[src/source/core_settings.svh]
// core settings: datapath width, memory sizes and reset pc
`ifndef CORE_SETTINGS_SVH
`define CORE_SETTINGS_SVH

// register and data width
`define XLEN 64

// instruction memory in 32-bit words
`define IMEM_DEPTH 256
`define IMEM_AW $clog2(`IMEM_DEPTH)

// data memory in 64-bit words
`define DMEM_DEPTH 256
`define DMEM_AW $clog2(`DMEM_DEPTH)

// first fetch address
`define RESET_PC 64'h0

`endif
[src/source/core_pkg.sv]
// core package: stage token, opcode and format encodings, records between stages
`default_nettype none

`include "core_settings.svh"

package core_pkg;

  // one-hot stage token
  typedef enum logic [5:0] {
    st_empty = 6'b000001,
    st_if    = 6'b000010,
    st_id    = 6'b000100,
    st_ex    = 6'b001000,
    st_mem   = 6'b010000,
    st_wb    = 6'b100000
  } stage_t;

  // opcode field, inst[6:2]
  typedef enum logic [4:0] {
    opc_load   = 5'b00000,
    opc_fence  = 5'b00011,
    opc_op_imm = 5'b00100,
    opc_auipc  = 5'b00101,
    opc_store  = 5'b01000,
    opc_op     = 5'b01100,
    opc_lui    = 5'b01101,
    opc_branch = 5'b11000,
    opc_jalr   = 5'b11001,
    opc_jal    = 5'b11011,
    opc_system = 5'b11100
  } opcode_t;

  typedef enum logic [2:0] {
    cls_none,
    cls_r,
    cls_i,
    cls_s,
    cls_b,
    cls_u,
    cls_j
  } inst_class_t;

  // decode to execute
  typedef struct packed {
    logic [`XLEN-1:0] op1;
    logic [`XLEN-1:0] op2;
    logic [`XLEN-1:0] t1;
    logic [`XLEN-1:0] rs2_data;
    logic [4:0]       rd;
    logic             rd_wen;
    logic             mem_ren;
    logic             mem_wen;
    logic [7:0]       wmask;
    logic [2:0]       funct3;
    logic             sub;
    logic             is_branch;
    logic             is_jump;
    logic             is_jalr;
    logic             is_halt;
  } dec_t;

  // execute to lsu and writeback
  typedef struct packed {
    logic [`XLEN-1:0] result;
    logic [`XLEN-1:0] addr;
    logic [`XLEN-1:0] next_pc;
    logic [4:0]       rd;
    logic             rd_wen;
    logic             mem_ren;
    logic             mem_wen;
    logic [7:0]       wmask;
    logic [2:0]       funct3;
    logic [`XLEN-1:0] store_data;
    logic             is_halt;
  } exe_t;

  typedef struct packed {
    logic [`XLEN-1:0] pc;
    logic [4:0]       rd;
    logic             rd_wen;
    logic [`XLEN-1:0] rd_value;
  } retire_t;

endpackage

`default_nettype wire

[src/source/stage_ctrl.sv]
// stage sequencer: moves the one-hot token, gives entry pulses and holds halt
`timescale 1ns/10ps
`default_nettype none

module stage_ctrl (
  input  logic             clk,
  input  logic             rst,
  input  logic             start,
  input  logic             halt_req,
  output core_pkg::stage_t stage,
  output logic             if_pulse,
  output logic             id_pulse,
  output logic             ex_pulse,
  output logic             mem_pulse,
  output logic             wb_pulse,
  output logic             halt
);
  import core_pkg::*;

  stage_t prev_stage;
  stage_t next_stage;

  always_comb begin
    case (stage)
      st_empty: next_stage = (start && !halt) ? st_if : st_empty;
      st_if:    next_stage = st_id;
      st_id:    next_stage = st_ex;
      st_ex:    next_stage = st_mem;
      st_mem:   next_stage = st_wb;
      // ecall parks the token for good
      st_wb:    next_stage = (start && !halt_req) ? st_if : st_empty;
      default:  next_stage = st_empty;
    endcase
  end

  always_ff @(posedge clk) begin
    if (rst) begin
      stage      <= st_empty;
      prev_stage <= st_empty;
      halt       <= 1'b0;
    end else begin
      stage      <= next_stage;
      prev_stage <= stage;
      if (stage == st_wb && halt_req) begin
        halt <= 1'b1;
      end
    end
  end

  // high only on the cycle the token arrives
  assign if_pulse  = (stage == st_if)  && (prev_stage != st_if);
  assign id_pulse  = (stage == st_id)  && (prev_stage != st_id);
  assign ex_pulse  = (stage == st_ex)  && (prev_stage != st_ex);
  assign mem_pulse = (stage == st_mem) && (prev_stage != st_mem);
  assign wb_pulse  = (stage == st_wb)  && (prev_stage != st_wb);

  token_onehot: assert property (@(posedge clk) disable iff (rst) $onehot(stage));

endmodule

`default_nettype wire

[config.mk]
export PLATFORM = sky130hd
export DESIGN_NAME = stage_ctrl
export DESIGN_NICKNAME = d
export VERILOG_FILES = /design/src/source/core_pkg.sv /design/src/source/stage_ctrl.sv
export VERILOG_INCLUDE_DIRS = /design/src /design/src/source
export SDC_FILE = /design/constraint.sdc
export NUM_CORES = 1
export LEC_CHECK = 0
export ABC_AREA = 1
export BUFFER_PORTS_ARGS = -buffer_cell sky130_fd_sc_hd__buf_2
export CAP_MARGIN = 5
export CORE_AREA = 2 2 39 41
export CTS_CLUSTER_SIZE = 12
export DETAILED_ROUTE_END_ITERATION = 10
export DIE_AREA = 0 0 41 43
export GPL_ROUTABILITY_DRIVEN = 0
export PLACE_DENSITY_LB_ADDON = 0.05
export SYNTH_ARGS = -nofsm -noshare
export SYNTH_HDL_FRONTEND = slang
export SYNTH_SLANG_ARGS = --single-unit
[constraint.sdc]
create_clock -name clk -period 1.5 [get_ports clk]
set_input_delay 0.375 -clock clk [delete_from_list [all_inputs] [get_ports clk]]
set_output_delay 0.375 -clock clk [all_outputs]
set_load 0.02 [all_outputs]
==> metrics.cfg <==
[synth]
synthDominantCellAreaShare=0.408
yosys_warnings=0
largest_area_contributor_in_the_netlist=dfxtp_1
synth.top_cells.by_area=dfxtp_1, nor2_1, nor2_4, nand2_1, nand2_4
syn-cell-area_sq_um=638
synthDistinctLibCells=19
synth_fp_nets=90
yosysSeqAreaShare=0.408
ys_seq_elements=13
syn_inst=86
syn-mean-instance-area_sq_um=7.42

[die]
die-height_um=43
initial_core_util=0.461
dieWidth_um=41
ios=16
fp.coreArea_sq_um=1380
die_area_sq_um=1760
rows=14

[worst_hold_path]
holdPathEnd=halt
hold_path_class=input pin to flop
number_of_stages_on_the_worst_hold_path=3
hold_path_startpoint=halt_req

[cells_and_area]
commonest_cells_after_routing_fill_and_taps_aside=nor2_1, buf_4, buf_2, dfxtp_2
layout.cells.most_common=nor2_1
finish.instance_area_sq_um=975
antenna-diode-count=0
final-instance-count-excl-fill=133
share_of_cells_above_drive_strength_1=0.632
area.growth.synth_to_final_pct=52.7
utilization=0.704
nets=122

[routing]
drt_iter0_markers=6
drt-wirelength-per-cell_um=11.8
routed_via_count=623
routed_via_density=4.68
finalWirelength_um=1570
initial_drt_pass_iterations=4
route.detailed.drc=0
antenna_left=0

[place]
dpl_cell_area_sq_um=764
place.detailed.instances=119
dp.final_hpwl_um=1050
place.port_buffers=15

[outcome]
run_status=finished with violations
violations_in_the_final_reports=negative setup slack

[cts]
htree_levels=1
clkTransAtPathRegs_ns=0.08
ctsLongestPathBuffers=2
total_clock_buffers_created_by_cts=3
hold_bufs_at_cts=0
clock_tree.root_cell=clkbuf_4
worst_skew_pair.late_latency_ns=0.27
tritoncts_clock_tree=yes
cts.sinks=13

[flow_run]
max-cap-violations=0

[timing]
report.final.slew_viol_count=0
hold_violations=0
grt_setup_unrepaired=yes
max_slew_margin=0.760
finalSetupViolCount=5
tightestPinTransition_ns=0.358
final.setup.worst_slack_ns=-0.115
finalCritPeriodShare=1.08
skew_ns=0.00527
setup-tns-final_ns=-0.508
final.min_clock_period_ns=1.61
maximum_frequency_from_static_timing_analysis_mhz=619
hold_ws_ns=0.388

[global_routing]
global_route_total_overflow=0
global_route_wire_length_before_repair_um=2410
maximum_number_of_pins_on_one_net_before_global_route_repair=13
antenna_violations_before_repair=0
grt_util_all_layers=0.206
number_of_global_route_vias_before_repair=586

[setup_path]
critical_path_class=flop to output pin
ff2ff_setup_slack_ns=0.40
timing.critical_path.from=stage[0]
path_max_fanout=3
ff2ff_path_depth=8
critPathCaptureType=output pin
cp.arrival_ns=1.24
required_ns=1.12
reg2reg_to=stage[0]
rr_startpoint=stage[0]
startpoint_type=flop

[pwr]
power_density_nw_per_um2=735
power_leakage_uw=0.000443
vdd_ir_drop_max_uv=528

## routing by layer
| metal | track usage | vias up | wire length [um] | part of all wire |
|---|---|---|---|---|
| met5 | 0 | - | 0 | 0 |
| met4 | 0.0933 | 0 | 31 | 0.020 |
| met3 | 0.0314 | 5 | 51 | 0.033 |
| met2 | 0.338 | 17 | 843 | 0.54 |
| met1 | 0.248 | 270 | 639 | 0.41 |
| li1 | - | 331 | - | - |
## cells in the mapped netlist
cell	count
nor2_1	20
dfxtp_1	13
nand2_1	11
inv_1	7
inv_2	5
nor2_4	5
a21oi_1	4
nand2_4	3
nand3_1	3
nor3_1	3
o21ai_0	3
a21oi_2	2
a31oi_1	1
buf_2	1
clkinv_2	1
nand3b_1	1
nand4_1	1
nor3b_1	1
or2_2	1
## cell type report
type,count,area (sq um)
well taps,16,20.0
clock buffers,4,26.3
fillers,112,409
inverters,13,58.8
repair buffers,28,196
flip-flops and latches,13,272
multi-input cells,59,402
## sequential cells by signal, summed over array words and instances (netlist names)
name and cells:
halt 1, prev_stage 6, stage 6
## worst max-delay path by stage
stage                     end  depth (start not counted)
finish              mem_pulse                          6
detailed placement   wb_pulse                          4
CTS                  wb_pulse                          6
global route        mem_pulse                          6
floorplan            id_pulse                          5
global placement     wb_pulse                          4
## per-stage QoR
stage	setup WS, ns	total power [uW]
4_1_cts	-0.113	710
2_1_floorplan	0.0221	446
3_5_place_dp	0.0785	477
6_report	-0.115	716
5_1_grt	-0.203	755
3_3_place_gp	0.102	476
## cells by family (layout without fill, tap and decap cells)
kind of cell,Yosys count,after routing,synth area share
AND/OR/NAND/NOR,49,49,0.414
buffers and inverters,14,45,0.0863
flip-flops,13,13,0.408
AO/OA/AOI/OAI,10,10,0.0922
## timing repair
| action | 4_1_cts | 5_1_grt |
|---|---|---|
| setup endpoints to repair | 5 | 5 |
| setup buffers | 9 | 1 |
| gates resized for setup | 27 | 12 |
| pin swaps | 3 | 2 |
| endpoints found under the hold margin | 0 | 0 |
## report_power, final
| group | internal [uW] | switching, uW |
|---|---|---|
| clock | 103 | 109 |
| combinational | 61.8 | 77.9 |
| sequential | 357 | 7.81 |
| total | 521 | 195 |
## critical path, cell delays in order (launching register included)
cell     delay (ns)
dfxtp_2        0.34
inv_2          0.08
nand2_4        0.07
nor2_4         0.13
nand2_1        0.10
a21oi_2        0.11
buf_4          0.14
Note: power is estimated with default switching activity, not from simulation.
