[src/source/core_settings.svh]
// core settings: datapath width, memory sizes and reset pc
`ifndef CORE_SETTINGS_SVH
`define CORE_SETTINGS_SVH

// register and data width
`define XLEN 64

// instruction memory in 32-bit words
`define IMEM_DEPTH 256
`define IMEM_AW $clog2(`IMEM_DEPTH)

// data memory in 64-bit words
`define DMEM_DEPTH 256
`define DMEM_AW $clog2(`DMEM_DEPTH)

// first fetch address
`define RESET_PC 64'h0

`endif
[src/source/core_pkg.sv]
// core package: stage token, opcode and format encodings, records between stages
`default_nettype none

`include "core_settings.svh"

package core_pkg;

  // one-hot stage token
  typedef enum logic [5:0] {
    st_empty = 6'b000001,
    st_if    = 6'b000010,
    st_id    = 6'b000100,
    st_ex    = 6'b001000,
    st_mem   = 6'b010000,
    st_wb    = 6'b100000
  } stage_t;

  // opcode field, inst[6:2]
  typedef enum logic [4:0] {
    opc_load   = 5'b00000,
    opc_fence  = 5'b00011,
    opc_op_imm = 5'b00100,
    opc_auipc  = 5'b00101,
    opc_store  = 5'b01000,
    opc_op     = 5'b01100,
    opc_lui    = 5'b01101,
    opc_branch = 5'b11000,
    opc_jalr   = 5'b11001,
    opc_jal    = 5'b11011,
    opc_system = 5'b11100
  } opcode_t;

  typedef enum logic [2:0] {
    cls_none,
    cls_r,
    cls_i,
    cls_s,
    cls_b,
    cls_u,
    cls_j
  } inst_class_t;

  // decode to execute
  typedef struct packed {
    logic [`XLEN-1:0] op1;
    logic [`XLEN-1:0] op2;
    logic [`XLEN-1:0] t1;
    logic [`XLEN-1:0] rs2_data;
    logic [4:0]       rd;
    logic             rd_wen;
    logic             mem_ren;
    logic             mem_wen;
    logic [7:0]       wmask;
    logic [2:0]       funct3;
    logic             sub;
    logic             is_branch;
    logic             is_jump;
    logic             is_jalr;
    logic             is_halt;
  } dec_t;

  // execute to lsu and writeback
  typedef struct packed {
    logic [`XLEN-1:0] result;
    logic [`XLEN-1:0] addr;
    logic [`XLEN-1:0] next_pc;
    logic [4:0]       rd;
    logic             rd_wen;
    logic             mem_ren;
    logic             mem_wen;
    logic [7:0]       wmask;
    logic [2:0]       funct3;
    logic [`XLEN-1:0] store_data;
    logic             is_halt;
  } exe_t;

  typedef struct packed {
    logic [`XLEN-1:0] pc;
    logic [4:0]       rd;
    logic             rd_wen;
    logic [`XLEN-1:0] rd_value;
  } retire_t;

endpackage

`default_nettype wire

[src/source/lsu.sv]
// load/store unit: store merge into the old word and sign-extended load extract
`timescale 1ns/10ps
`default_nettype none

`include "core_settings.svh"

module lsu (
  input  core_pkg::exe_t   exe,
  input  logic             mem_pulse,
  input  logic [`XLEN-1:0] rdata,
  output logic             wen,
  output logic [`XLEN-1:0] wdata,
  output logic [`XLEN-1:0] load_value
);

  logic [2:0]       offset;
  logic [5:0]       bit_shift;
  logic [7:0]       byte_mask;
  logic [`XLEN-1:0] bit_mask;
  logic [`XLEN-1:0] shifted;
  logic             aligned;

  assign offset    = exe.addr[2:0];
  assign bit_shift = {offset, 3'b000};
  assign byte_mask = exe.wmask << offset;

  always_comb begin
    for (int i = 0; i < 8; i++) begin
      bit_mask[i*8 +: 8] = {8{byte_mask[i]}};
    end
  end

  assign wen   = mem_pulse && exe.mem_wen;
  assign wdata = (rdata & ~bit_mask) | ((exe.store_data << bit_shift) & bit_mask);

  // byte lane of the load moved down to bit 0
  assign shifted = rdata >> bit_shift;

  always_comb begin
    case (exe.funct3[1:0])
      2'b00:   load_value = {{(`XLEN-8){shifted[7]}}, shifted[7:0]};
      2'b01:   load_value = {{(`XLEN-16){shifted[15]}}, shifted[15:0]};
      2'b10:   load_value = {{(`XLEN-32){shifted[31]}}, shifted[31:0]};
      default: load_value = shifted;
    endcase
  end

  always_comb begin
    case (exe.funct3[1:0])
      2'b00:   aligned = 1'b1;
      2'b01:   aligned = (offset[0] == 1'b0);
      2'b10:   aligned = (offset[1:0] == 2'b00);
      default: aligned = (offset == 3'b000);
    endcase
  end

  // checked as the memory cycle closes
  access_aligned: assert property (@(negedge mem_pulse)
    (exe.mem_ren || exe.mem_wen) |-> aligned);

endmodule

`default_nettype wire

[config.mk]
export PLATFORM = sky130hd
export DESIGN_NAME = lsu
export DESIGN_NICKNAME = d
export VERILOG_FILES = /design/src/source/core_pkg.sv /design/src/source/lsu.sv
export VERILOG_INCLUDE_DIRS = /design/src /design/src/source
export SDC_FILE = /design/constraint.sdc
export NUM_CORES = 1
export LEC_CHECK = 0
export BUFFER_PORTS_ARGS = -buffer_cell sky130_fd_sc_hd__buf_2
export CORE_AREA = 5 5 180 182
export DETAILED_ROUTE_END_ITERATION = 8
export DIE_AREA = 0 0 185 187
export SKIP_LAST_GASP = 1
export SYNTH_ARGS = -nofsm -noshare
export SYNTH_HDL_FRONTEND = slang
export SYNTH_SLANG_ARGS = --single-unit
[constraint.sdc]
create_clock -name vclk -period 2
set_input_delay 0.2 -clock vclk [all_inputs]
set_output_delay 0.2 -clock vclk [all_outputs]
set_load 0.1 [all_outputs]
==> qor.yml, run 1 <==
status: "finished with violations"
violations: "negative setup slack"
dieArea_mm2: 0.0346
critPathLaunch: "rdata[55]"
drive_above_1_share_pct: 74.8
synth_common_cells: "126 x nand2_1, 68 x mux4_2, 61 x mux2i_1"
grt_pass1_wl_mm: 46.7
setup_tns_ps: -7290
synth_nets: 894
drc: 0
power_leakage_uw: 0.00495
timing.hold.ws_ps: 819
drt_first_pass_iters: 5
clock.fmax_mhz: 467
portBuffers: 272
yosys.area.top_type: "mux4_2"
routabilityCongestion: 0.894
synth_top_area_share_pct: 32.6
netlist_instances: 553
seq_area_frac_synth_pct: 0
cp.required_ps: 1800
start_util_pct: 15.4
syn_to_final_growth_pct: 142
cp.arrival_ps: 1940
nFlopsAndLatches: 0
syn_area_per_cell_um2: 8.50
ioPinCount: 470
hold_viol: 0
start_kind: "input pin"
wl_per_cell_um: 25.3
critPathKind: "input pin to primary output"
yosysMostFrequentCell: "nand2_1"
post_layout_nonfiller_instances: 1334
hp-class: "input pin to primary output"
utilization_pct: 37.4
drtAntennaViolNets: 0
setup_viol: 91
dp_hpwl_mm: 26.8
fill_cells: 2964
vias: 6724
die_x_um: 185
cp-endpoint: "load_value[44]"
ys_warn_count: 0
worst-path-max-fanout: 16
grt_pass1_vias: 7014
maxSlewHeadroom_pct: 65.3
synth_cell_types: 40
nClkBuffers: 0
grt_usage_pct: 17.6
rsz0062_at_grt: "true"
core_area_mm2: 0.0304
die_h_um: 187
final_nets: 1279
viasPerCell: 5.04
power_density_mw_per_mm2: 561
drv_cap: 0
synth_area_leaders: "mux4_2 33%, mux2i_1 13%, mux2_2 12%, nand2_1 10%, nand4_1 4.3%"
wl_mm: 33.7
power_uw: 6390
crit_path_end_kind: "primary output"
tightest_slew_ps: 524
rows: 64
fin_crit_ps: 2140
slew_viol_final: 0
ir_drop_v: 0.000320
dp.cells: 1296
syn_area_mm2: 0.00470
grt_antenna_before_repair: 4
holdBufCountCts: 0
grt_overflow_total: 0
fin_crit_sh_pct: 107
layout_setup_ws_ps: -141
final-seq-area_um2: 0
grt_max_degree: 36
drt-initial-drc-count: 362
[cell type report]
| type | count | area [um^2] | share of cell area, % |
|---|---|---|---|
| well taps | 396 | 495 | 4.35 |
| inverters | 3 | 11.3 | 0.0989 |
| multi-input cells | 485 | 5570 | 48.9 |
| repair buffers | 448 | 5310 | 46.6 |
| diodes | 2 | 5.00 | 0.0439 |
[power breakdown]
| part | total [uW] | internal [uW] | switching [uW] | leakage, uW |
|---|---|---|---|---|
| Combinational | 6390 | 2460 | 3940 | 0.00495 |
| Sequential | 0 | 0 | 0 | 0 |
| Clock | 0.000134 | 0.000134 | 0 | 0.0000000127 |
[cells in the final DEF, fill, tap and decap left out, types with 7 or more instances in the layout]
master and n:
a22oi_2 9, nand3_4 13, mux2_4 31, buf_2 144, buf_6 25, a22oi_1 8, buf_12 156, mux2_2 18
clkbuf_16 8, nor2_4 8, o2bb2ai_1 7, a31oi_4 15, nand2_1 103, buf_4 107, nand2_2 18, a22o_1 7
o21ai_4 23, mux2i_2 9, nand4_1 32, mux4_2 68, mux2i_1 49
[stage by stage]
stage / cell area (um^2) / worst slack, ps
after floorplan: 5740 / -531
after global placement: 10200 / -255
after detailed placement: 10200 / -285
final: 11400 / -141
after global routing: 11400 / -199
after CTS: 10700 / -141
[critical path: stages]
cell and delay (ps):
buf_2 150, buf_4 160, mux2_2 260, and3_4 190, o31ai_4 270, buf_12 160
buf_12 130, nand4_1 180, buf_12 220
[per-layer routing]
metal,up-vias,GRT usage [%],wire length (um)
met4,2,4.01,907
li1,2958,-,-
met3,44,4.12,2950
met1,3324,26.0,15200
met2,396,26.0,14700
met5,-,0,7
[cells by family after synthesis]
group	share of synthesized area, %
simple gates	20.9
mux	57.3
compound gates	13.9
buf+inv	7.85
[repair_timing]
action                                  in CTS  in global routing
setup buffers                               15                 15
pin swaps                                   22                 22
resized for setup                           58                101
cloned                                       4                  9
endpoints found under the setup margin     107                102
[worst min path at each step]
stage | from | endpoint | slack (ps) | cells after the start
final | rdata[0] | wdata[0] | 820 | 4
after global routing | rdata[0] | wdata[0] | 840 | 4
after CTS | rdata[6] | wdata[6] | 820 | 4
after detailed placement | rdata[6] | wdata[6] | 820 | 4
after global placement | rdata[1] | wdata[1] | 820 | 4
after floorplan | rdata[62] | wdata[62] | 630 | 2
Note: power is estimated with default switching activity, not from simulation.
==> inputs of run 2 (changes only) <==
- PLACE_DENSITY: unset -> 0.46
==> qor.yml, run 2 (synthesis gave the netlist of run 1 again) <==
final_common_cell: "buf_12"
post_layout_nonfiller_instances: 1311  # -1.7%
cp_common_cell: "buf_12"
dp.cells: 1261  # -2.7%
post_dp_cell_area_mm2: 0.00990  # -3.1%
drc: 0  # unchanged
min_to: "wdata[6]"
final-seq-area_um2: 0  # unchanged
power_leakage_uw: 0.00484  # -2.3%
crit_chain: "buf_16 > mux2i_4 > mux4_2 > or3_4 > buf_12 > nand4_1 > buf_12"
maxSlewHeadroom_pct: 59.3  # -6.0 points
fin_crit_sh_pct: 108  # +1.1 points
worstHoldStart: "rdata[6]"
core_area_mm2: 0.0304  # unchanged
cp_slowest_stage_delay_ps: 490  # +220 ps
fin_crit_ps: 2160  # +21.7 ps
wl_mm: 33.5  # -0.64%
crit_family: "multiplexers"
whs_path_depth: 4  # unchanged
pre_cts_slack_ps: -586  # -301 ps
hold_viol: 0  # unchanged
nFlopsAndLatches: 0  # unchanged
wl_per_cell_um: 25.6  # +1.1%
violations: "negative setup slack"
vias: 6434  # -4.3%
drtAntennaViolNets: 0  # unchanged
dieArea_mm2: 0.0346  # unchanged
drive_above_1_share_pct: 73.9  # -0.85 points
routabilityCongestion: 0.874  # -2.2%
utilization_pct: 36.7  # -0.71 points
status: "finished with violations"
crit_path_end_kind: "primary output"
ioPinCount: 470  # unchanged
die_x_um: 185  # unchanged
worst-path-max-fanout: 35  # +19
grt_usage_pct: 18.3  # +0.67 points
hp-class: "input pin to primary output"
portBuffers: 272  # unchanged
holdBufCountCts: 0  # unchanged
nClkBuffers: 0  # unchanged
grt_overflow_total: 0  # unchanged
critPathKind: "input pin to primary output"
syn_to_final_growth_pct: 138
die_h_um: 187  # unchanged
viasPerCell: 4.91  # -2.6%
cp.arrival_ps: 1960  # +20 ps
layout_common_cells: "152 x buf_12, 144 x buf_2, 105 x nand2_1"
grt_pass1_wl_mm: 48.0  # +2.9%
fill_cells: 2996  # +1.1%
ir_drop_v: 0.000238  # -26%
power_uw: 6310  # -1.3%
grt_pass1_vias: 6752  # -3.7%
slew_viol_final: 0  # unchanged
cp_slowest_cell: "mux4_2"
cp.required_ps: 1800  # about the same
drt-initial-drc-count: 278  # -23%
start_util_pct: 15.4  # unchanged
rsz0062_at_grt: "true"
drt_first_pass_iters: 5  # unchanged
start_kind: "input pin"
dp_hpwl_mm: 26.1  # -2.6%
fin_area_mm2: 0.0112  # -1.9%
drv_cap: 0  # unchanged
rows: 64  # unchanged
setup_viol: 72  # -21%
clock.fmax_mhz: 462  # -1.0%
layout_setup_ws_ps: -163  # -21.7 ps
power_density_mw_per_mm2: 565  # +0.62%
grt_max_degree: 36  # unchanged
final_nets: 1256  # -1.8%
tightest_slew_ps: 609  # +84.4 ps
multi_input_area_mm2: 0.00554  # -0.54%
crit_buf_inv: 3  # -2
grt_antenna_before_repair: 2  # -2
[run 2: area by class of cell]
cell class | count | area share [%]
timing repair buffer | 424 | 45.8
antenna | 2 | 0.0448
tap | 396 | 4.43
inverter | 3 | 0.123
multi-input combinational | 486 | 49.6
[run 2: power breakdown]
| part | switching (uW) | internal [uW] | total [uW] | leakage, uW |
|---|---|---|---|---|
| Clock | 0 | 0.000134 | 0.000134 | 0.0000000127 |
| Sequential | 0 | 0 | 0 | 0 |
| Combinational | 3900 | 2410 | 6310 | 0.00484 |
[run 2: metal layers]
metal	track usage, %	routed length [um]	vias up
met5	0	0	-
met4	2.06	522	0
met3	3.31	2480	27
met2	27.7	14600	298
met1	27.8	16000	3200
li1	-	-	2909
[run 2: timing repair]
action                     4_1_cts  5_1_grt
buffers inserted                25       14
gates cloned                    12        3
setup endpoints to repair      106      117
pin swaps                       23       19
resized for setup              110       40
[run 2: worst max-delay path by stage]
stage	from	to	slack [ps]	cells after the start
5_1_grt	exe[149]	load_value[51]	-210	7
6_report	exe[149]	load_value[53]	-160	7
2_1_floorplan	exe[149]	load_value[57]	-530	7
3_5_place_dp	exe[148]	load_value[62]	-590	7
3_3_place_gp	exe[148]	load_value[61]	-540	6
4_1_cts	exe[149]	load_value[62]	-150	7
[run 2: stage by stage]
step / setup TNS (ps) / hold slack (ps)
after floorplan: -22710 / 630
after global placement: -26950 / 813
after detailed placement: -29620 / 811
after CTS: -7030 / 813
after global routing: -10100 / 839
final: -6980 / 809
