File: src/source/core_settings.svh
// core settings: datapath width, memory sizes and reset pc
`ifndef CORE_SETTINGS_SVH
`define CORE_SETTINGS_SVH

// register and data width
`define XLEN 64

// instruction memory in 32-bit words
`define IMEM_DEPTH 256
`define IMEM_AW $clog2(`IMEM_DEPTH)

// data memory in 64-bit words
`define DMEM_DEPTH 256
`define DMEM_AW $clog2(`DMEM_DEPTH)

// first fetch address
`define RESET_PC 64'h0

`endif
File: src/source/core_pkg.sv
// core package: stage token, opcode and format encodings, records between stages
`default_nettype none

`include "core_settings.svh"

package core_pkg;

  // one-hot stage token
  typedef enum logic [5:0] {
    st_empty = 6'b000001,
    st_if    = 6'b000010,
    st_id    = 6'b000100,
    st_ex    = 6'b001000,
    st_mem   = 6'b010000,
    st_wb    = 6'b100000
  } stage_t;

  // opcode field, inst[6:2]
  typedef enum logic [4:0] {
    opc_load   = 5'b00000,
    opc_fence  = 5'b00011,
    opc_op_imm = 5'b00100,
    opc_auipc  = 5'b00101,
    opc_store  = 5'b01000,
    opc_op     = 5'b01100,
    opc_lui    = 5'b01101,
    opc_branch = 5'b11000,
    opc_jalr   = 5'b11001,
    opc_jal    = 5'b11011,
    opc_system = 5'b11100
  } opcode_t;

  typedef enum logic [2:0] {
    cls_none,
    cls_r,
    cls_i,
    cls_s,
    cls_b,
    cls_u,
    cls_j
  } inst_class_t;

  // decode to execute
  typedef struct packed {
    logic [`XLEN-1:0] op1;
    logic [`XLEN-1:0] op2;
    logic [`XLEN-1:0] t1;
    logic [`XLEN-1:0] rs2_data;
    logic [4:0]       rd;
    logic             rd_wen;
    logic             mem_ren;
    logic             mem_wen;
    logic [7:0]       wmask;
    logic [2:0]       funct3;
    logic             sub;
    logic             is_branch;
    logic             is_jump;
    logic             is_jalr;
    logic             is_halt;
  } dec_t;

  // execute to lsu and writeback
  typedef struct packed {
    logic [`XLEN-1:0] result;
    logic [`XLEN-1:0] addr;
    logic [`XLEN-1:0] next_pc;
    logic [4:0]       rd;
    logic             rd_wen;
    logic             mem_ren;
    logic             mem_wen;
    logic [7:0]       wmask;
    logic [2:0]       funct3;
    logic [`XLEN-1:0] store_data;
    logic             is_halt;
  } exe_t;

  typedef struct packed {
    logic [`XLEN-1:0] pc;
    logic [4:0]       rd;
    logic             rd_wen;
    logic [`XLEN-1:0] rd_value;
  } retire_t;

endpackage

`default_nettype wire

File: src/source/exec_unit.sv
// execute stage: add/sub, branch compare and next pc into exe_t
`timescale 1ns/10ps
`default_nettype none

`include "core_settings.svh"

module exec_unit (
  input  logic             clk,
  input  logic             rst,
  input  logic             ex_pulse,
  input  logic [`XLEN-1:0] pc,
  input  core_pkg::dec_t   dec,
  output core_pkg::exe_t   exe
);
  import core_pkg::*;

  logic [`XLEN-1:0] sum;
  logic [`XLEN-1:0] pc_plus4;
  logic             taken;
  exe_t             exe_d;

  assign sum      = dec.sub ? (dec.op1 - dec.op2) : (dec.op1 + dec.op2);
  assign pc_plus4 = pc + 4;

  // beq and bne only
  always_comb begin
    taken = 1'b0;
    if (dec.is_branch) begin
      case (dec.funct3)
        3'b000:  taken = (dec.op1 == dec.op2);
        3'b001:  taken = (dec.op1 != dec.op2);
        default: taken = 1'b0;
      endcase
    end
  end

  always_comb begin
    exe_d            = '0;
    exe_d.result     = sum;
    exe_d.next_pc    = pc_plus4;
    exe_d.rd         = dec.rd;
    exe_d.rd_wen     = dec.rd_wen;
    exe_d.mem_ren    = dec.mem_ren;
    exe_d.mem_wen    = dec.mem_wen;
    exe_d.wmask      = dec.wmask;
    exe_d.funct3     = dec.funct3;
    exe_d.store_data = dec.rs2_data;
    exe_d.is_halt    = dec.is_halt;
    if (dec.mem_ren || dec.mem_wen) begin
      exe_d.addr = sum;
    end
    if (dec.is_jump) begin
      if (dec.is_jalr) begin
        exe_d.result  = dec.t1;
        exe_d.next_pc = {sum[`XLEN-1:1], 1'b0};
      end else begin
        // jal carries link in op1 and target in op2
        exe_d.result  = dec.op1;
        exe_d.next_pc = dec.op2;
      end
    end else if (taken) begin
      exe_d.next_pc = dec.t1;
    end
  end

  always_ff @(posedge clk) begin
    if (rst) begin
      exe <= '0;
    end else if (ex_pulse) begin
      exe <= exe_d;
    end
  end

endmodule

`default_nettype wire

File: config.mk
export PLATFORM = sky130hd
export DESIGN_NAME = exec_unit
export DESIGN_NICKNAME = d
export VERILOG_FILES = /design/src/source/core_pkg.sv /design/src/source/exec_unit.sv
export VERILOG_INCLUDE_DIRS = /design/src /design/src/source
export SDC_FILE = /design/constraint.sdc
export NUM_CORES = 1
export LEC_CHECK = 0
export BUFFER_PORTS_ARGS = -buffer_cell sky130_fd_sc_hd__buf_2
export CORE_MARGIN = 5
export CORE_UTILIZATION = 35
export DETAILED_ROUTE_END_ITERATION = 16
export GPL_ROUTABILITY_DRIVEN = 0
export PLACE_DENSITY_LB_ADDON = 0.1
export SYNTH_ARGS = -nofsm -noshare
export SYNTH_HDL_FRONTEND = slang
export SYNTH_SLANG_ARGS = --single-unit
export TNS_END_PERCENT = 1
File: constraint.sdc
create_clock -name clk -period 10.13 [get_ports clk]
set_input_delay 2.026 -clock clk [delete_from_list [all_inputs] [get_ports clk]]
set_output_delay 2.026 -clock clk [all_outputs]
set_load 0.01 [all_outputs]
==> results.md, run 1 <==
* Drt pass-1 iters at 9
* Die height at 258 um
* Largest net degree at the start of global routing at 92
* Post-Syn Area at between 0.02 and 0.025 sq mm
* Pwr Density at 151 mW/mm^2
* Slew Viols, Final at 0
* Post-CTS Resized at 0
* CTS max path bufs at 3
* Final wirelength at approximately 130 mm
* Core ar. at ~0.060 sq mm
* Total CTS buffers at 37
* Die width at about 260 um
* Initial antenna violation count at 21
* RSZ-0062 raised after global routing: false
* Number of synthesized flops with an enable pin at 0
* Most frequent cells in the layout: 618 x buf_2, 369 x nor2_1, 281 x a21oi_1
* Commonest non-fill, non-tap cell in the layout: buf_2
* Hpwl dp at 101 mm
* #FFs+latches synth at 276
* CTS Hold Bufs at 0
* Setup TNS at 0 ns
* Vias per std cell at 6.11
* Critical path startpoint category: input pin
* Die footprint at between 0.06 and 0.07 sq mm
* Element type at the critical path end: flop
* Status: finished, final reports clean
* Worst slew pin tran at 1.16 ns
* Via Count at 25600
* Worst Hold Class: reg -> reg
* Post-layout util at 0.435
* Final #Nets at approximately 3800
* Max cap viols at 0
* Synth area leaders: dfxtp_1 26%, ha_1 7.5%, mux2i_1 7.0%
* Critical path type: in -> reg
* Arrival time worst endpoint at 6.50 ns
* Setup Fix Bufs, Post-CTS at 0
* Starting Density at 0.355
* Routed len/inst at between 30 and 40 um
* CTS sink cnt at approximately 280
* Relative slew slack at 0.217
* Post-Syn Instances at around 2900
* Yosys Warn Count at 0
* Max reg flops at ~280
* Final hold violations at 0
* Clock skew at 0 ns
* Worst skew pair latency at approximately 0.56 ns
* Fmax at approximately 0.17 GHz
* Syn Nets at 3340
* Drc violations at 0
* Grt ovf at 0
* Top_reg_cell synth: dfxtp_1
* Global-route wire length before repair at around 180 mm
* GRT Resource Usage Total at 0.355
* CTS clk-pin slew, worst paths at around 0.06 ns
* Final setup viols at 0
* Async set or reset register ratio after synthesis at 0
* P&R area growth vs syn at 22.6%
* Largest reg by FF count: exe
* Period Utilization, post-route at 0.595
* Worst Path Max Fanout at 6
* Hold_ws at ~0.44 ns
* Reg area at between 0.005 and 0.006 sq mm
* Post-synthesis cell type count at 88
* Num ports at between 600 and 700
* Number of global-route vias before repair at 24300
* Register area share after synthesis at 0.258
* Drt first-iter violations at roughly 3000
* Min Tclk post-route at ~6 ns
* Worst Path Required at between 10 and 15 ns
* Yosys top cell area share at 0.258
* Standard-cell rows at 90
* Avg Inst Size Synth at approximately 7.5 sq um
* Routed Antenna Nets at 0
* CTS tree: yes
* Port Buffers at 622
* Cell taking the most area after synthesis: dfxtp_1
* Layout cells sized above 1 at 0.231
* Biggest regs: exe (276)
* Peak VDD IR at 0.000107 V
* Fillers at about 6300
* Root buffer cell: clkbuf_16
* Area of the multi-input gates at 0.0146 sq mm
* Htree depth at 2
* Leak pwr at about 12 nW
logic make-up (layout without fill, tap and decap cells):
| logic type | count (synthesis) | count (layout) | synth area share |
|---|---|---|---|
| AND/OR/NAND/NOR | 937 | 937 | 0.198 |
| multiplexers | 168 | 168 | 0.0795 |
| flip-flops | 276 | 276 | 0.258 |
| buffers and inverters | 326 | 853 | 0.0622 |
| other | 0 | 13 | 0 |
| AO/OA/AOI/OAI | 902 | 902 | 0.275 |
| adder cells (fa/ha/maj) | 130 | 130 | 0.0765 |
| XOR/XNOR | 124 | 124 | 0.0510 |
layout make-up:
cell class              instances  area share
multi-input cells            2261       0.556
diodes                         13     0.00124
clock inverters                17     0.00951
well taps                     782      0.0372
repair buffers                647       0.127
inverters                     140      0.0200
clock buffers                  49      0.0396
flip-flops and latches        276       0.210
routing by layer:
| metal | vias up | GRT usage | wire (um) |
|---|---|---|---|
| met4 | 18 | 0.222 | 9800 |
| met5 | - | 0 | 114 |
| met1 | 12200 | 0.435 | 47800 |
| li1 | 11400 | - | - |
| met3 | 367 | 0.0790 | 11900 |
| met2 | 1592 | 0.565 | 56300 |
where the power goes:
| group | switching (mW) | internal (mW) | leakage, nW |
|---|---|---|---|
| combinational | 0.878 | 0.421 | 9.20 |
| sequential | 0.0623 | 1.18 | 2.28 |
| clock | 0.578 | 0.858 | 0.635 |
| total | 1.52 | 2.46 | 12.1 |
worst max-delay path: stages:
cell       delay, ns
buf_2           0.14
inv_1           0.05
ha_1            0.40
nand2_1         0.18
a211oi_1        0.44
o21ai_1         0.24
a211oi_2        0.47
o21ai_0         0.34
a2111oi_0       0.52
buf_4           0.22
o211ai_1        0.10
a22o_1          0.24
xnor2_1         0.63
o21ai_1         0.26
nor3_1          0.22
path summary, 6_finish.rpt:
kind,startpoint,to,slack [ns],cells past startpoint
setup reg to reg,exe[126],exe[126],8.63,4
hold reg to reg,exe[258],exe[258],0.44,2
hold / removal,exe[258],exe[258],0.44,2
setup / recovery,dec[155],exe[133],4.11,15
stage by stage:
step                      setup WS (ns)  total power, mW  area, sq um  instances
after floorplan                    5.28             1.95        21400       2863
after global placement             3.63             2.52        25000       4106
after detailed placement           3.66             2.52        25000       4106
after CTS                          4.27             3.96        26300       4172
after global routing               3.99             4.11        26300       4176
final                              4.11             3.98        26300       4185
Yosys cell counts, drive strengths merged (27+ instances only):
master    n
dfxtp   276
ha      128
nand3    72
clkbuf  128
o21bai   33
a211oi   66
a22o     29
nand2   255
a22oi    27
nor3     43
o21ai   197
o211ai   42
xnor2    90
buf      58
o31ai    38
a21oi   281
inv     137
nor4     37
mux2i   150
nor2    373
nand4    51
xor2     34
Note: power is estimated with default switching activity, not from simulation.
==> run 2, diff against run 1 <==
ABC_AREA = 1   (was not set)
clock period = 5.8 ns   (was 10.13 ns; I/O delays follow)
==> results.md, run 2 <==
* Final #Nets at 5510 (+43%)
* Slew Viols, Final at 0 (unchanged)
* Die footprint at 0.0778 sq mm (+17%)
* Setup Fix Bufs, Post-CTS at 0 (unchanged)
* Commonest non-fill, non-tap cell in the layout: nand2_1
* Root buffer cell: clkbuf_16
* Hpwl dp at 127 mm (+26%)
* Htree depth at 2 (unchanged)
* Final hold violations at 0 (unchanged)
* Synth Area in Compound Gates at 0.178 (-0.0970)
* Post-synthesis cell type count at 43 (-51%)
* Setup TNS at 0 ns (unchanged)
* Largest family of logic cells by synthesized area: simple AND/OR/NAND/NOR gates
* Largest net degree at the start of global routing at 196 (+110%)
* Number of synthesized flops with an enable pin at 0 (unchanged)
* Critical path startpoint category: input pin
* Min Tclk post-route at 4.26 ns
* Clock skew at 0 ns (unchanged)
* Via Count at 32400 (+27%)
* Avg Inst Size Synth at 5.58 sq um (-26%)
* Register area share after synthesis at 0.218 (-0.0393)
* CTS sink cnt at 276 (unchanged)
* Pwr Density at 229 mW/mm^2 (+51%)
* Worst Hold Class: reg -> reg
* Async set or reset register ratio after synthesis at 0 (unchanged)
* Worst setup margin at 1.54 ns (-2.56 ns)
* GRT Resource Usage Total at 0.366 (+0.0110)
* Largest reg by FF count: exe
* Dpl ws at 1.10 ns (-2.56 ns)
* Top_reg_cell synth: dfxtp_1
* Leak pwr at 16.2 nW (+34%)
* Die width at 279 um (+8.3%)
* Worst Path Max Fanout at 63 (+57)
* Syn Nets at 5014 (+50%)
* Simple-gate share of the synthesized area at 0.386 (+0.188)
* Drc violations at 0 (unchanged)
* CTS tree: yes
* Most frequent cell after synthesis: nand2_1
* Drt first-iter violations at 3716 (+25%)
* Port Buffers at 622 (unchanged)
* Core ar. at 0.0716 sq mm (+18%)
* Relative slew slack at 0.221 (+0.00412)
* Final setup viols at 0 (unchanged)
* Routed Antenna Nets at 0 (unchanged)
* P&R area growth vs syn at 19.5%
* Max cap viols at 0 (unchanged)
* Most frequent cells in the layout: 1328 x nand2_1, 656 x inv_1, 649 x nor2_1
* Period Utilization, post-route at 0.734
* Max reg flops at 276 (unchanged)
* Synth cell count leaders: 1329 x nand2_1, 659 x inv_1, 650 x nor2_1
* Status: finished, final reports clean
* Worst skew pair latency at 0.55 ns (about the same)
* Worst Path Required at 6.24 ns (-4.37 ns)
* Final wirelength at 152 mm (+21%)
* Peak VDD IR at 0.000237 V (+120%)
* RSZ-0062 raised after global routing: false
* CTS max path bufs at 3 (unchanged)
* Grt ovf at 0 (unchanged)
* Layout cells sized above 1 at 0.146 (-0.0849)
* Post-Syn Instances at 4537 (+58%)
* CTS Hold Bufs at 0 (unchanged)
* Initial antenna violation count at 21 (unchanged)
* Critical path type: in -> reg
* Biggest regs: exe (276)
* Worst slew pin tran at 1.17 ns (+0.00352 ns)
* Standard-cell rows at 98 (+8.9%)
* Fmax at 0.235 GHz
* Global-route wire length before repair at 211 mm (+20%)
* Synth area leaders: dfxtp_1 22%, nand2_1 20%, inv_1 9.8%
* Post-Syn Area at 0.0253 sq mm (+18%)
* Post-synthesis xor/xnor area fraction at 0.0232 (-0.0278)
* Total CTS buffers at 34 (-8.1%)
* Yosys Warn Count at 0 (unchanged)
* Number of global-route vias before repair at 29600 (+22%)
* Num ports at 623 (unchanged)
* Post-synthesis mux area share at 0 (-0.0795)
* Starting Density at 0.353 (-0.00133)
* Yosys top cell area share at 0.218 (-0.0393)
* CTS clk-pin slew, worst paths at 0.06 ns (about the same)
* #FFs+latches synth at 276 (unchanged)
* Routed len/inst at 25.3 um (-16%)
* Cell taking the most area after synthesis: dfxtp_1
* Arrival time worst endpoint at 4.69 ns (-1.81 ns)
* Post-CTS Resized at 0 (unchanged)
* Adder-cell share of the synthesized area at 0.0649 (-0.0117)
* Element type at the critical path end: flop
* Vias per std cell at 5.39 (-12%)
* Drt pass-1 iters at 6 (-3)
* Fillers at 8281 (+32%)
* Die height at 279 um (+8.3%)
run 2: cells by family after synthesis:
family          Yosys count
simple gates           2410
flops                   276
fa+ha+maj               130
xor+xnor                 67
buf+inv                 848
compound gates          806
run 2: final timing paths:
path	slack, ns	cells after the start	end	startpoint
max reg2reg	5.00	2	exe[264]	exe[264]
min	0.46	2	exe[209]	exe[209]
min reg2reg	0.46	2	exe[209]	exe[209]
max	1.54	16	exe[97]	dec[153]
run 2: through the flow:
| stage | total power, mW | hold WS [ns] | cell area [sq um] | cells | util |
|---|---|---|---|---|---|
| after detailed placement | 4.63 | 0.452 | 29100 | 5947 | 0.406 |
| after CTS | 6.88 | 0.461 | 30200 | 6008 | 0.422 |
| after global placement | 4.63 | 0.449 | 29100 | 5947 | 0.406 |
| after floorplan | 3.50 | 0.486 | 25300 | 4537 | - |
| final | 6.92 | 0.459 | 30200 | 6021 | 0.422 |
| after global routing | 7.20 | 0.479 | 30200 | 6013 | 0.422 |
run 2: report_power, final:
part / total [mW] / internal [mW] / switching (mW)
Sequential: 2.15 / 2.05 / 0.0914
Combinational: 2.52 / 0.712 / 1.81
Clock: 2.26 / 1.32 / 0.940
Total: 6.92 / 4.08 / 2.84
run 2: final cells by class:
type / instances / area, sq um / share of cell area
clock inverter: 14 / 175 / 0.00579
sequential: 276 / 5530 / 0.183
multi-input combinational: 3413 / 16500 / 0.546
clock buffer: 47 / 970 / 0.0321
inverter: 663 / 2500 / 0.0826
timing repair buffer: 645 / 3340 / 0.111
antenna: 13 / 32.5 / 0.00108
tap: 950 / 1190 / 0.0393
run 2: per-layer routing:
layer / track usage / vias up / wire length, um
met5: 0 / - / 38
met4: 0.214 / 6 / 11100
met3: 0.0698 / 358 / 14100
met2: 0.576 / 1827 / 66400
met1: 0.467 / 14900 / 60400
li1: - / 15400 / -
run 2: critical path: stages:
cell and delay, ns:
buf_2 0.12, inv_1 0.10, ha_1 0.53, nand2_1 0.11
nor2_1 0.28, nand2_1 0.09, nor2_1 0.12, nand3_1 0.18
o21ai_2 0.26, nand2_2 0.12, nand2_4 0.52, nand3_1 0.44
o211ai_1 0.37, nand3_1 0.13, nand2_1 0.08, inv_1 0.04
